### config.mk
export PLATFORM = sky130hd
export DESIGN_NAME = i2c_avl_bridge
export DESIGN_NICKNAME = d
export VERILOG_FILES = /design/src/hdl/i2c_avl_pkg.sv /design/src/hdl/i2c_avl_ctrl_if.sv /design/src/hdl/i2c_avl_addr.sv /design/src/hdl/i2c_avl_bridge.sv /design/src/hdl/i2c_avl_ctrl.sv /design/src/hdl/i2c_avl_rd_path.sv /design/src/hdl/i2c_avl_wr_path.sv
export VERILOG_INCLUDE_DIRS = /design/src /design/src/hdl
export SDC_FILE = /design/constraint.sdc
export NUM_CORES = 1
export LEC_CHECK = 0
export BUFFER_PORTS_ARGS = -buffer_cell sky130_fd_sc_hd__buf_2
export CORE_MARGIN = 4
export CORE_UTILIZATION = 43
export DETAILED_ROUTE_END_ITERATION = 7
export PLACE_DENSITY = 0.85
export SYNTH_ARGS = -nofsm -noshare
export SYNTH_HDL_FRONTEND = slang
export SYNTH_SLANG_ARGS = --single-unit
### constraint.sdc
create_clock -name i2c_clk -period 1.88 [get_ports i2c_clk]
set_input_delay 0.188 -clock i2c_clk [delete_from_list [all_inputs] [get_ports i2c_clk]]
set_output_delay 0.188 -clock i2c_clk [all_outputs]
set_load 0.1 [all_outputs]
### src/hdl/i2c_avl_defs.svh
/*
 * I2C to memory-mapped bridge widths
 * Byte, data, address and word-address counter sizes shared by the
 * bridge datapaths.
 */
`ifndef I2C_AVL_DEFS_SVH
`define I2C_AVL_DEFS_SVH

// serial byte as delivered by the I2C slave
`define I2C_AVL_BYTE_W 8

// master port
`define I2C_AVL_DATA_W 32
`define I2C_AVL_ADDR_W 32

// word address is sent high byte first
`define I2C_AVL_ADDR_BYTES 2
`define I2C_AVL_CNT_W (`I2C_AVL_ADDR_BYTES * `I2C_AVL_BYTE_W)

`endif

### src/hdl/i2c_avl_pkg.sv
/*
 * I2C to memory-mapped bridge package
 * Control state encoding of the bridge sequencer.
 */
package i2c_avl_pkg;

	typedef enum logic [2:0] {
		ST_IDLE     = 3'd0,
		ST_ADDR_HI  = 3'd1,
		ST_ADDR_LO  = 3'd2,
		ST_WR_WAIT  = 3'd3,
		ST_WR_ISSUE = 3'd4,
		ST_RD_ISSUE = 3'd5,
		ST_RD_DATA  = 3'd6
	} state_t;

endpackage

### src/hdl/i2c_avl_ctrl_if.sv
/*
 * Bridge control strobes
 * Carries one-cycle strobes from the sequencer to the address, write and
 * read datapaths, and the acknowledge event back from the read path.
 */
`timescale 1ns/1ps

interface i2c_avl_ctrl_if (
	input logic i2c_clk
);

	logic addr_shift;
	logic addr_load;
	logic addr_incr;
	logic wr_start;
	logic wr_done;
	logic rd_start;
	logic rd_done;
	logic rd_wait;
	logic ack_next;

	modport ctrl (
		input  i2c_clk, ack_next,
		output addr_shift, addr_load, addr_incr, wr_start, wr_done,
		output rd_start, rd_done, rd_wait
	);
	modport addr (input i2c_clk, addr_shift, addr_load, addr_incr);
	modport wr (input i2c_clk, wr_start, wr_done);
	modport rd (input i2c_clk, rd_start, rd_done, rd_wait, output ack_next);

endinterface

### src/hdl/i2c_avl_addr.sv
/*
 * Word-address assembler and counter
 * Shifts in the address bytes high byte first and keeps the
 * auto-incrementing master address.
 */
`timescale 1ns/1ps
`include "i2c_avl_defs.svh"

module i2c_avl_addr (
	input  logic                       i2c_clk,
	input  logic                       i2c_rst_n,
	input  logic [`I2C_AVL_BYTE_W-1:0] rdata_rx_databuffer,
	i2c_avl_ctrl_if.addr               ctl,
	output logic [`I2C_AVL_ADDR_W-1:0] avl_addr
);

	logic [`I2C_AVL_CNT_W-1:0] addr_asm;
	logic [`I2C_AVL_CNT_W-1:0] asm_nxt;
	logic [`I2C_AVL_CNT_W-1:0] addr_cnt;

	assign asm_nxt = {addr_asm[`I2C_AVL_CNT_W-`I2C_AVL_BYTE_W-1:0], rdata_rx_databuffer};

	always_ff @(posedge i2c_clk or negedge i2c_rst_n) begin
		if (!i2c_rst_n) begin
			addr_asm <= '0;
		end else if (ctl.addr_shift) begin
			addr_asm <= asm_nxt;
		end
	end

	// wraps at the word-address width
	always_ff @(posedge i2c_clk or negedge i2c_rst_n) begin
		if (!i2c_rst_n) begin
			addr_cnt <= '0;
		end else if (ctl.addr_load) begin
			addr_cnt <= ctl.addr_shift ? asm_nxt : addr_asm;
		end else if (ctl.addr_incr) begin
			addr_cnt <= addr_cnt + 1'b1;
		end
	end

	assign avl_addr = {{(`I2C_AVL_ADDR_W-`I2C_AVL_CNT_W){1'b0}}, addr_cnt};

endmodule

### src/hdl/i2c_avl_bridge.sv
/*
 * I2C slave to memory-mapped master bridge
 * Turns the received I2C byte stream into a two-byte word address and
 * 32-bit master writes, and serves master reads back to the I2C side.
 */
`timescale 1ns/1ps
`include "i2c_avl_defs.svh"

module i2c_avl_bridge (
	input  logic                       i2c_clk,
	input  logic                       i2c_rst_n,
	input  logic                       waitrequest,
	input  logic                       put_rx_databuffer,
	input  logic                       set_rd_req,
	input  logic                       stop_det,
	input  logic                       start_det,
	input  logic [`I2C_AVL_BYTE_W-1:0] rdata_rx_databuffer,
	input  logic [`I2C_AVL_DATA_W-1:0] avl_readdata,
	input  logic                       avl_readdatavalid,
	input  logic                       slv_tx_chk_ack,
	input  logic                       ack_det,
	output logic                       avl_read,
	output logic [`I2C_AVL_BYTE_W-1:0] readdatabyte,
	output logic                       avl_readdatavalid_reg,
	output logic                       avl_write,
	output logic [`I2C_AVL_DATA_W-1:0] avl_writedata,
	output logic [`I2C_AVL_ADDR_W-1:0] avl_addr
);

	i2c_avl_ctrl_if ctl_if (.i2c_clk(i2c_clk));

	i2c_avl_ctrl u_ctrl (
		.i2c_clk           (i2c_clk),
		.i2c_rst_n         (i2c_rst_n),
		.put_rx_databuffer (put_rx_databuffer),
		.set_rd_req        (set_rd_req),
		.stop_det          (stop_det),
		.start_det         (start_det),
		.waitrequest       (waitrequest),
		.avl_readdatavalid (avl_readdatavalid),
		.ctl               (ctl_if.ctrl)
	);

	i2c_avl_addr u_addr (
		.i2c_clk             (i2c_clk),
		.i2c_rst_n           (i2c_rst_n),
		.rdata_rx_databuffer (rdata_rx_databuffer),
		.ctl                 (ctl_if.addr),
		.avl_addr            (avl_addr)
	);

	i2c_avl_wr_path u_wr (
		.i2c_clk             (i2c_clk),
		.i2c_rst_n           (i2c_rst_n),
		.rdata_rx_databuffer (rdata_rx_databuffer),
		.ctl                 (ctl_if.wr),
		.avl_write           (avl_write),
		.avl_writedata       (avl_writedata)
	);

	i2c_avl_rd_path u_rd (
		.i2c_clk               (i2c_clk),
		.i2c_rst_n             (i2c_rst_n),
		.avl_readdata          (avl_readdata),
		.avl_readdatavalid     (avl_readdatavalid),
		.ack_det               (ack_det),
		.slv_tx_chk_ack        (slv_tx_chk_ack),
		.ctl                   (ctl_if.rd),
		.avl_read              (avl_read),
		.readdatabyte          (readdatabyte),
		.avl_readdatavalid_reg (avl_readdatavalid_reg)
	);

endmodule

### src/hdl/i2c_avl_ctrl.sv
/*
 * Bridge sequencer
 * Walks the word-address bytes, then issues one master write per data
 * byte or one master read per request or acknowledge. Stop and repeated
 * start are honoured only after a pending master access is accepted.
 */
`timescale 1ns/1ps

module i2c_avl_ctrl (
	input  logic           i2c_clk,
	input  logic           i2c_rst_n,
	input  logic           put_rx_databuffer,
	input  logic           set_rd_req,
	input  logic           stop_det,
	input  logic           start_det,
	input  logic           waitrequest,
	input  logic           avl_readdatavalid,
	i2c_avl_ctrl_if.ctrl   ctl
);

	i2c_avl_pkg::state_t state;
	i2c_avl_pkg::state_t state_nxt;
	logic                bus_evt;
	logic                evt_pend;
	logic                issuing;

	assign bus_evt = stop_det | start_det;
	assign issuing = (state == i2c_avl_pkg::ST_WR_ISSUE) || (state == i2c_avl_pkg::ST_RD_ISSUE);

	always_comb begin
		state_nxt      = state;
		ctl.addr_shift = 1'b0;
		ctl.addr_load  = 1'b0;
		ctl.addr_incr  = 1'b0;
		ctl.wr_start   = 1'b0;
		ctl.wr_done    = 1'b0;
		ctl.rd_start   = 1'b0;
		ctl.rd_done    = 1'b0;
		ctl.rd_wait    = (state == i2c_avl_pkg::ST_RD_DATA);

		case (state)
			i2c_avl_pkg::ST_IDLE: begin
				if (put_rx_databuffer) begin
					ctl.addr_shift = 1'b1;
					state_nxt      = i2c_avl_pkg::ST_ADDR_HI;
				end else if (set_rd_req) begin
					// current-address read
					ctl.rd_start = 1'b1;
					state_nxt    = i2c_avl_pkg::ST_RD_ISSUE;
				end
			end
			i2c_avl_pkg::ST_ADDR_HI: begin
				if (bus_evt) begin
					ctl.addr_load = 1'b1;
					state_nxt     = i2c_avl_pkg::ST_IDLE;
				end else if (put_rx_databuffer) begin
					// low byte goes straight through to the counter
					ctl.addr_shift = 1'b1;
					ctl.addr_load  = 1'b1;
					state_nxt      = i2c_avl_pkg::ST_ADDR_LO;
				end
			end
			i2c_avl_pkg::ST_ADDR_LO, i2c_avl_pkg::ST_WR_WAIT: begin
				if (bus_evt) begin
					ctl.addr_load = (state == i2c_avl_pkg::ST_ADDR_LO);
					state_nxt     = i2c_avl_pkg::ST_IDLE;
				end else if (put_rx_databuffer) begin
					ctl.wr_start = 1'b1;
					state_nxt    = i2c_avl_pkg::ST_WR_ISSUE;
				end
			end
			i2c_avl_pkg::ST_WR_ISSUE: begin
				if (!waitrequest) begin
					ctl.wr_done   = 1'b1;
					ctl.addr_incr = 1'b1;
					state_nxt     = (bus_evt || evt_pend) ? i2c_avl_pkg::ST_IDLE :
					                                        i2c_avl_pkg::ST_WR_WAIT;
				end
			end
			i2c_avl_pkg::ST_RD_ISSUE: begin
				if (!waitrequest) begin
					ctl.rd_done = 1'b1;
					state_nxt   = (bus_evt || evt_pend) ? i2c_avl_pkg::ST_IDLE :
					                                      i2c_avl_pkg::ST_RD_DATA;
				end
			end
			i2c_avl_pkg::ST_RD_DATA: begin
				// address moves on once the read word is back
				ctl.addr_incr = avl_readdatavalid;
				if (bus_evt) begin
					state_nxt = i2c_avl_pkg::ST_IDLE;
				end else if (ctl.ack_next) begin
					ctl.rd_start = 1'b1;
					state_nxt    = i2c_avl_pkg::ST_RD_ISSUE;
				end
			end
			default: begin
				state_nxt = i2c_avl_pkg::ST_IDLE;
			end
		endcase
	end

	always_ff @(posedge i2c_clk or negedge i2c_rst_n) begin
		if (!i2c_rst_n) begin
			state    <= i2c_avl_pkg::ST_IDLE;
			evt_pend <= 1'b0;
		end else begin
			state <= state_nxt;
			// remember a stop seen while the master port is still busy
			evt_pend <= issuing && (state_nxt == state) && (evt_pend || bus_evt);
		end
	end

endmodule

### src/hdl/i2c_avl_rd_path.sv
/*
 * Read datapath
 * Holds the master read request, captures the low byte of the returned
 * word and flags a new acknowledge from the I2C master.
 */
`timescale 1ns/1ps
`include "i2c_avl_defs.svh"

module i2c_avl_rd_path (
	input  logic                       i2c_clk,
	input  logic                       i2c_rst_n,
	input  logic [`I2C_AVL_DATA_W-1:0] avl_readdata,
	input  logic                       avl_readdatavalid,
	input  logic                       ack_det,
	input  logic                       slv_tx_chk_ack,
	i2c_avl_ctrl_if.rd                 ctl,
	output logic                       avl_read,
	output logic [`I2C_AVL_BYTE_W-1:0] readdatabyte,
	output logic                       avl_readdatavalid_reg
);

	logic ack_det_reg;

	always_ff @(posedge i2c_clk or negedge i2c_rst_n) begin
		if (!i2c_rst_n) begin
			avl_read              <= 1'b0;
			readdatabyte          <= '0;
			avl_readdatavalid_reg <= 1'b0;
			ack_det_reg           <= 1'b0;
		end else begin
			if (ctl.rd_start)
				avl_read <= 1'b1;
			else if (ctl.rd_done)
				avl_read <= 1'b0;
			if (ctl.rd_wait && avl_readdatavalid)
				readdatabyte <= avl_readdata[`I2C_AVL_BYTE_W-1:0];
			avl_readdatavalid_reg <= avl_readdatavalid;
			ack_det_reg           <= ack_det;
		end
	end

	// rising ack while the slave transmitter waits for it
	assign ctl.ack_next = slv_tx_chk_ack & ack_det & ~ack_det_reg;

endmodule

### src/hdl/i2c_avl_wr_path.sv
/*
 * Write datapath
 * Holds the zero-extended data byte and the master write request.
 */
`timescale 1ns/1ps
`include "i2c_avl_defs.svh"

module i2c_avl_wr_path (
	input  logic                       i2c_clk,
	input  logic                       i2c_rst_n,
	input  logic [`I2C_AVL_BYTE_W-1:0] rdata_rx_databuffer,
	i2c_avl_ctrl_if.wr                 ctl,
	output logic                       avl_write,
	output logic [`I2C_AVL_DATA_W-1:0] avl_writedata
);

	always_ff @(posedge i2c_clk or negedge i2c_rst_n) begin
		if (!i2c_rst_n) begin
			avl_write <= 1'b0;
		end else if (ctl.wr_start) begin
			avl_write <= 1'b1;
		end else if (ctl.wr_done) begin
			avl_write <= 1'b0;
		end
	end

	always_ff @(posedge i2c_clk) begin
		if (ctl.wr_start) begin
			avl_writedata <= {{(`I2C_AVL_DATA_W-`I2C_AVL_BYTE_W){1'b0}}, rdata_rx_databuffer};
		end
	end

endmodule

==> flow_summary_export.csv, run 1 <==
group,metric,value,unit
run_status,outcome,"finished, final reports clean",
drt,first_pass_iters,5,
placed_design,placed_area,0.00333,mm^2
layout,layout-drive-gt1-share,42.3,%
die,die_height,90.7,um
sta,setup_viol,0,
setup_path,crit_buf_inv,0,
clock_tree,htree_levels,2,
setup_path,cp_data_arrival_time,2060,ps
clock_tree,cts-root-buf,"clkbuf_8",
synthesis,yosys_warnings,0,
sta,hold_violations,0,
setup_path,cpMaxStageDelayCell,"a2111o_1",
clock_tree,cts_tree,"done",
grt,grt_pass1_wl,10.2,mm
placed_design,gp_congestion,0.836,
setup_path,rr_worst_depth,4,
setup_path,path_delay_family,"simple AND/OR/NAND/NOR gates",
synthesis,yosys-top-cells-area,"dfrtp_1 (41%), mux2_2 (11%), buf_4 (10%)",
layout,area_growth,19.9,%
sta,setup_ws,68.0,ps
grt,grt_start_max_net_pins,25,
drt,drt_iter0_markers,88,
sta,finalClockSkew,12.4,ps
grt,grt_pass1_vias,2085,
sta,min_period,1810,ps
clock_tree,cts_buffers,5,
layout,diodes,0,
drt,ant_nets,0,
synthesis,synthMuxAreaShare,11.9,%
clock_tree,cts_buffer_depth,2,
layout,nets,386,
synthesis,ys_ff_latch,56,
sta,max_freq,0.552,GHz
die,pin_count,125,
synthesis,synthDistinctLibCells,44,
die,row_count,29,
synthesis,synth_flop_cell,"dfrtp_1",
job,cap_violations,0,
hold_path,hold_path_class,"input pin to register",
placed_design,preCtsSetupSlack,-6.85,ps
setup_path,cpPeakStageDelay,500,ps
layout,reg.largest.list,"u_addr.addr_asm (16), u_addr.addr_cnt (16)",
drt,wl_per_cell,15.4,um
die,die_area,0.00822,mm^2
sta,timing.slew.headroom,65.0,%
drt,vias,2162,
setup_path,path_class,"register to register",
grt,antenna_found_initial,0,
drt,wl,6.38,mm
synthesis,synth_top_family_by_area,"buffers and inverters",
die,start_util,45.3,%
sta,tightest_slew,524,ps
setup_path,worstPathRequired,2130,ps
grt,overflow,0,
hold_path,holdPathStages,1,
clock_tree,clkSinkCount,56,
clock_tree,clkTransAtPathRegs,100,ps
layout,final_area,0.00353,mm^2
layout,fin_util,54.3,%
sta,slew_viol_final,0,
synthesis,synth-edff-count,8,
die,coreArea,0.00649,mm^2
synthesis,synth_xor_area_share,2.98,%
synthesis,yosys.area_share.simple,11.7,%
grt,grtUsageTotal,15.2,%
synthesis,netlist.top_cell.by_area,"dfrtp_1",
synthesis,synth_area_per_cell,11.4,um^2
synthesis,synth_area,0.00294,mm^2
setup_path,end_kind,"register",
setup_path,startpoint_type,"register",
synthesis,async_reset_ff_share,85.7,%
synthesis,syn_inst,258,
setup_path,crit_path_max_fanout,11,
sta,holdWs,57.4,ps
drt,via_per_inst,5.23,
placed_design,dpl.hpwl,4.80,mm
setup_path,worst-path-stages,4,
placed_design,io_buffers,60,
synthesis,seq_area_frac_synth,49.0,%
die,fp.dieW,90.7,um
setup_path,cp_cell_sequence,"or2_4, a2111o_1, or3_1, a31oi_1",
synthesis,synth_top_area_share,40.9,%
drt,drcViolationCount,0,
synthesis,synth_compound_area_share,11.1,%
synthesis,synthAdderAreaFrac,0.426,%
layout,fillerInstances,561,
sta,fin_crit_sh,96.4,%
clock_tree,clock_latency,310,ps
## placed cells by master (no fill, tap or decap), drive strengths merged, types with 5 or more instances in the layout
master and n:
buf 80, dfrtp 48, conb 40, mux2 31, nand2 11, o21ai 9
edfxtp 8, a211oi 8, nor2 7, xor2 7, a31oi 6, nand3 6
a2111oi 6, a21oi 5, and3 5, a21o 5, or3 5, clkbuf 5
## synth_stat cells, types with 2 or more instances
cell type and number:
a211oi_1 8, buf_6 2, and3_1 5, buf_2 3, nand3_1 6, nand4_1 4
mux2_1 3, inv_1 4, xnor2_1 3, nand3b_1 3, a2111oi_2 2, a21o_1 5
or3b_2 2, buf_4 40, nor3b_2 2, a31oi_1 6, nor3_1 3, nor2b_1 2
nor2_1 7, or3_1 5, xor2_1 7, a2111oi_0 4, clkbuf_1 6, mux2_2 28
a2111o_1 2, o21ai_0 8, a21oi_1 5, a211o_1 2, nand2_1 10, edfxtp_1 8
nand2b_1 3, dfrtp_1 48
## repair_timing
item	CTS	global route
pin swaps	1	2
setup buffers	0	3
endpoints found under the hold margin	16	0
endpoints found under the setup margin	3	22
resized for setup	1	12
hold buffers	2	0
## final cells by class
class / count / area [um^2] / share of cell area [%]
well taps: 77 / 96.3 / 2.73
clock inverters: 3 / 42.5 / 1.21
repair buffers: 82 / 503 / 14.3
multi-input cells: 186 / 1320 / 37.5
inverters: 4 / 15.0 / 0.426
flip-flops and latches: 56 / 1480 / 41.9
clock buffers: 5 / 68.8 / 1.95
## path summary, 6_finish.rpt
path	start	endpoint	slack (ps)
worst max-delay path	u_ctrl.state[1]	u_addr.addr_cnt[15]	70
max in group asynchronous	i2c_rst_n	u_addr.addr_cnt[1]	1040
worst min-delay path	avl_readdatavalid	u_rd.avl_readdatavalid_reg	60
worst max register to register	u_ctrl.state[1]	u_addr.addr_cnt[15]	70
min in group asynchronous	i2c_rst_n	u_rd.ack_det_reg	340
worst min register to register	u_addr.addr_asm[13]	u_addr.addr_asm[13]	500
## layer usage
layer  global-route usage [%]  up-vias  share of wire, %
met2                     25.8       78                51
li1                         -     1010                 -
met5                        0        -                 0
met3                     4.00        9               6.2
met1                     19.0     1065                41
met4                     4.34        0               1.7
## cell families after synthesis
family / after synthesis
AOI/OAI and AO/OA: 45
xor gates and xnor gates: 10
adders and majority gates: 1
buffers and inverters: 55
DFF: 56
muxes: 31
other: 1
and+or+nand+nor: 59
## stage by stage
stage / cells / setup TNS, ps
after floorplan: 297 / -39.5
after global placement: 400 / 0
after detailed placement: 400 / -6.85
after CTS: 410 / 0
after global routing: 413 / -11.6
final: 413 / 0
Power of run 1 is not shown: default switching activity piles up to over one toggle a cycle in this logic, so the estimate is an artifact.
==> run 2, diff against run 1 <==
--- a/config.mk
+++ b/config.mk
@@ -7,10 +7,13 @@
 export NUM_CORES = 1
 export LEC_CHECK = 0
 export BUFFER_PORTS_ARGS = -buffer_cell sky130_fd_sc_hd__buf_2
+export CELL_PAD_IN_SITES_DETAIL_PLACEMENT = 0
+export CELL_PAD_IN_SITES_GLOBAL_PLACEMENT = 1
 export CORE_MARGIN = 4
-export CORE_UTILIZATION = 43
+export CORE_UTILIZATION = 33
 export DETAILED_ROUTE_END_ITERATION = 7
-export PLACE_DENSITY = 0.85
+export GPL_ROUTABILITY_DRIVEN = 0
+export PLACE_DENSITY = 0.86
 export SYNTH_ARGS = -nofsm -noshare
 export SYNTH_HDL_FRONTEND = slang
 export SYNTH_SLANG_ARGS = --single-unit
==> run 2 against run 1 <==
Compared with the run above:
- sequential cell count did not move
- setup slack got worse by 22 ps
- non-clock buffer count rose by 2
==> flow_summary_export.csv, run 2 (synthesis gave the netlist of run 1 again) <==
group,metric,value,unit
setup_path,crit_path_max_fanout,9,
placed_design,placed_area,0.00340,mm^2
clock_tree,clkTransAtPathRegs,110,ps
grt,overflow,0,
drt,drcViolationCount,0,
grt,grt_pass1_wl,10.3,mm
die,fp.dieW,102,um
setup_path,r2r_slack,50,ps
sta,grt_setup_unrepaired,"true",
setup_path,cp_data_arrival_time,2090,ps
drt,wl_per_cell,14.6,um
setup_path,cp_cell_sequence,"or2_4, a2111o_1, or3_1, a31oi_1",
sta,setup_viol,0,
sta,timing.slew.headroom,65.8,%
setup_path,worstSetupStartpoint,"u_ctrl.state[1]",
layout,reg.largest.list,"u_addr.addr_asm (16), u_addr.addr_cnt (16)",
setup_path,end_kind,"register",
layout,diodes,0,
setup_path,path_class,"register to register",
setup_path,cpPeakStageDelay,500,ps
die,coreArea,0.00868,mm^2
drt,ant_nets,0,
die,start_util,33.9,%
layout,seq_area,0.00148,mm^2
sta,tightest_slew,500,ps
clock_tree,cts_tree,"done",
die,die_height,102,um
layout,final_common_cell,"buf_2",
clock_tree,clock_latency,320,ps
setup_path,worstPathRequired,2130,ps
clock_tree,cts_buffer_depth,2,
run_status,outcome,"finished, final reports clean",
die,die_area,0.0105,mm^2
setup_path,path_delay_family,"simple AND/OR/NAND/NOR gates",
placed_design,io_buffers,60,
grt,antenna_found_initial,0,
hold_path,hold_path_class,"input pin to register",
grt,grt_pass1_vias,2114,
die,pin_count,125,
grt,grt_start_max_net_pins,34,
setup_path,crit_buf_inv,0,
clock_tree,clkSinkCount,56,
drt,wl,6.50,mm
drt,drt_iter0_markers,149,
job,cap_violations,0,
drt,vias,2156,
layout,multi_input_area,0.00130,mm^2
grt,grtUsageTotal,12.6,%
setup_path,worst-path-stages,4,
setup_path,cpMaxStageDelayCell,"a2111o_1",
layout,final_area,0.00355,mm^2
sta,slew_viol_final,0,
drt,via_per_inst,4.83,
clock_tree,htree_levels,2,
die,row_count,34,
setup_path,startpoint_type,"register",
layout,area_growth,20.7,%
placed_design,preCtsSetupSlack,12.2,ps
setup_path,rr_endpoint,"u_addr.addr_cnt[15]",
sta,max_freq,0.545,GHz
sta,min_period,1830,ps
layout,nets,388,
sta,fin_crit_sh,97.6,%
setup_path,worstSetupEndpoint,"u_addr.addr_cnt[15]",
sta,finalClockSkew,14.0,ps
layout,final_cell_mix,"buf_2 (60), conb_1 (40), dfrtp_1 (35)",
placed_design,dpl.hpwl,4.84,mm
clock_tree,cts-root-buf,"clkbuf_8",
layout,layout-drive-gt1-share,42.0,%
clock_tree,cts_buffers,5,
setup_path,rr_worst_depth,4,
setup_path,r2r-start,"u_ctrl.state[1]",
drt,first_pass_iters,5,
layout,fillerInstances,829,
sta,setup_ws,46.0,ps
sta,hold_violations,0,
run 2: what timing repair did:
item | 4_1_cts | 5_1_grt
hold buffers | 2 | 0
hold endpoints to repair | 16 | 0
pin swaps | 1 | 3
setup endpoints to repair | 1 | 8
resized for setup | 1 | 5
cloned | 0 | 0
buffers inserted | 0 | 2
run 2: stage by stage:
| stage | hold WS [ps] | instances | utilization, % | setup TNS, ps |
|---|---|---|---|---|
| finish | 44.9 | 446 | 40.9 | 0 |
| global route | 28.8 | 446 | 40.9 | -72.3 |
| CTS | 34.2 | 444 | 40.5 | 0 |
| detailed placement | 134 | 434 | 39.2 | 0 |
| global placement | 133 | 434 | 39.2 | 0 |
| floorplan | -108 | 297 | - | -39.5 |
run 2: cell type report:
class	instances	share of cell area, %
Clock inverter	3	0.740
Sequential cell	56	41.6
Multi-Input combinational cell	186	36.6
Timing Repair Buffer	84	14.8
Tap cell	108	3.81
Inverter	4	0.423
Clock buffer	5	1.94
run 2: metal layers:
metal	part of all wire, %	global-route usage [%]	vias up
met5	0	0	-
met4	1.4	4.04	0
met3	6.6	2.73	13
met2	50	21.0	90
met1	42	16.3	1048
li1	-	-	1005
run 2: worst min path at each step:
stage	endpoint	startpoint	depth (start not counted)	slack (ps)
global route	u_wr.avl_writedata[5]	rdata_rx_databuffer[5]	1	30
floorplan	u_addr.addr_asm[0]	i2c_rst_n	0	-110
CTS	u_rd.avl_readdatavalid_reg	avl_readdatavalid	1	30
finish	u_wr.avl_writedata[5]	rdata_rx_databuffer[5]	1	40
global placement	u_rd.readdatabyte[2]	i2c_rst_n	1	130
detailed placement	u_rd.readdatabyte[2]	i2c_rst_n	1	130
Power of run 2 is left out for the same reason.
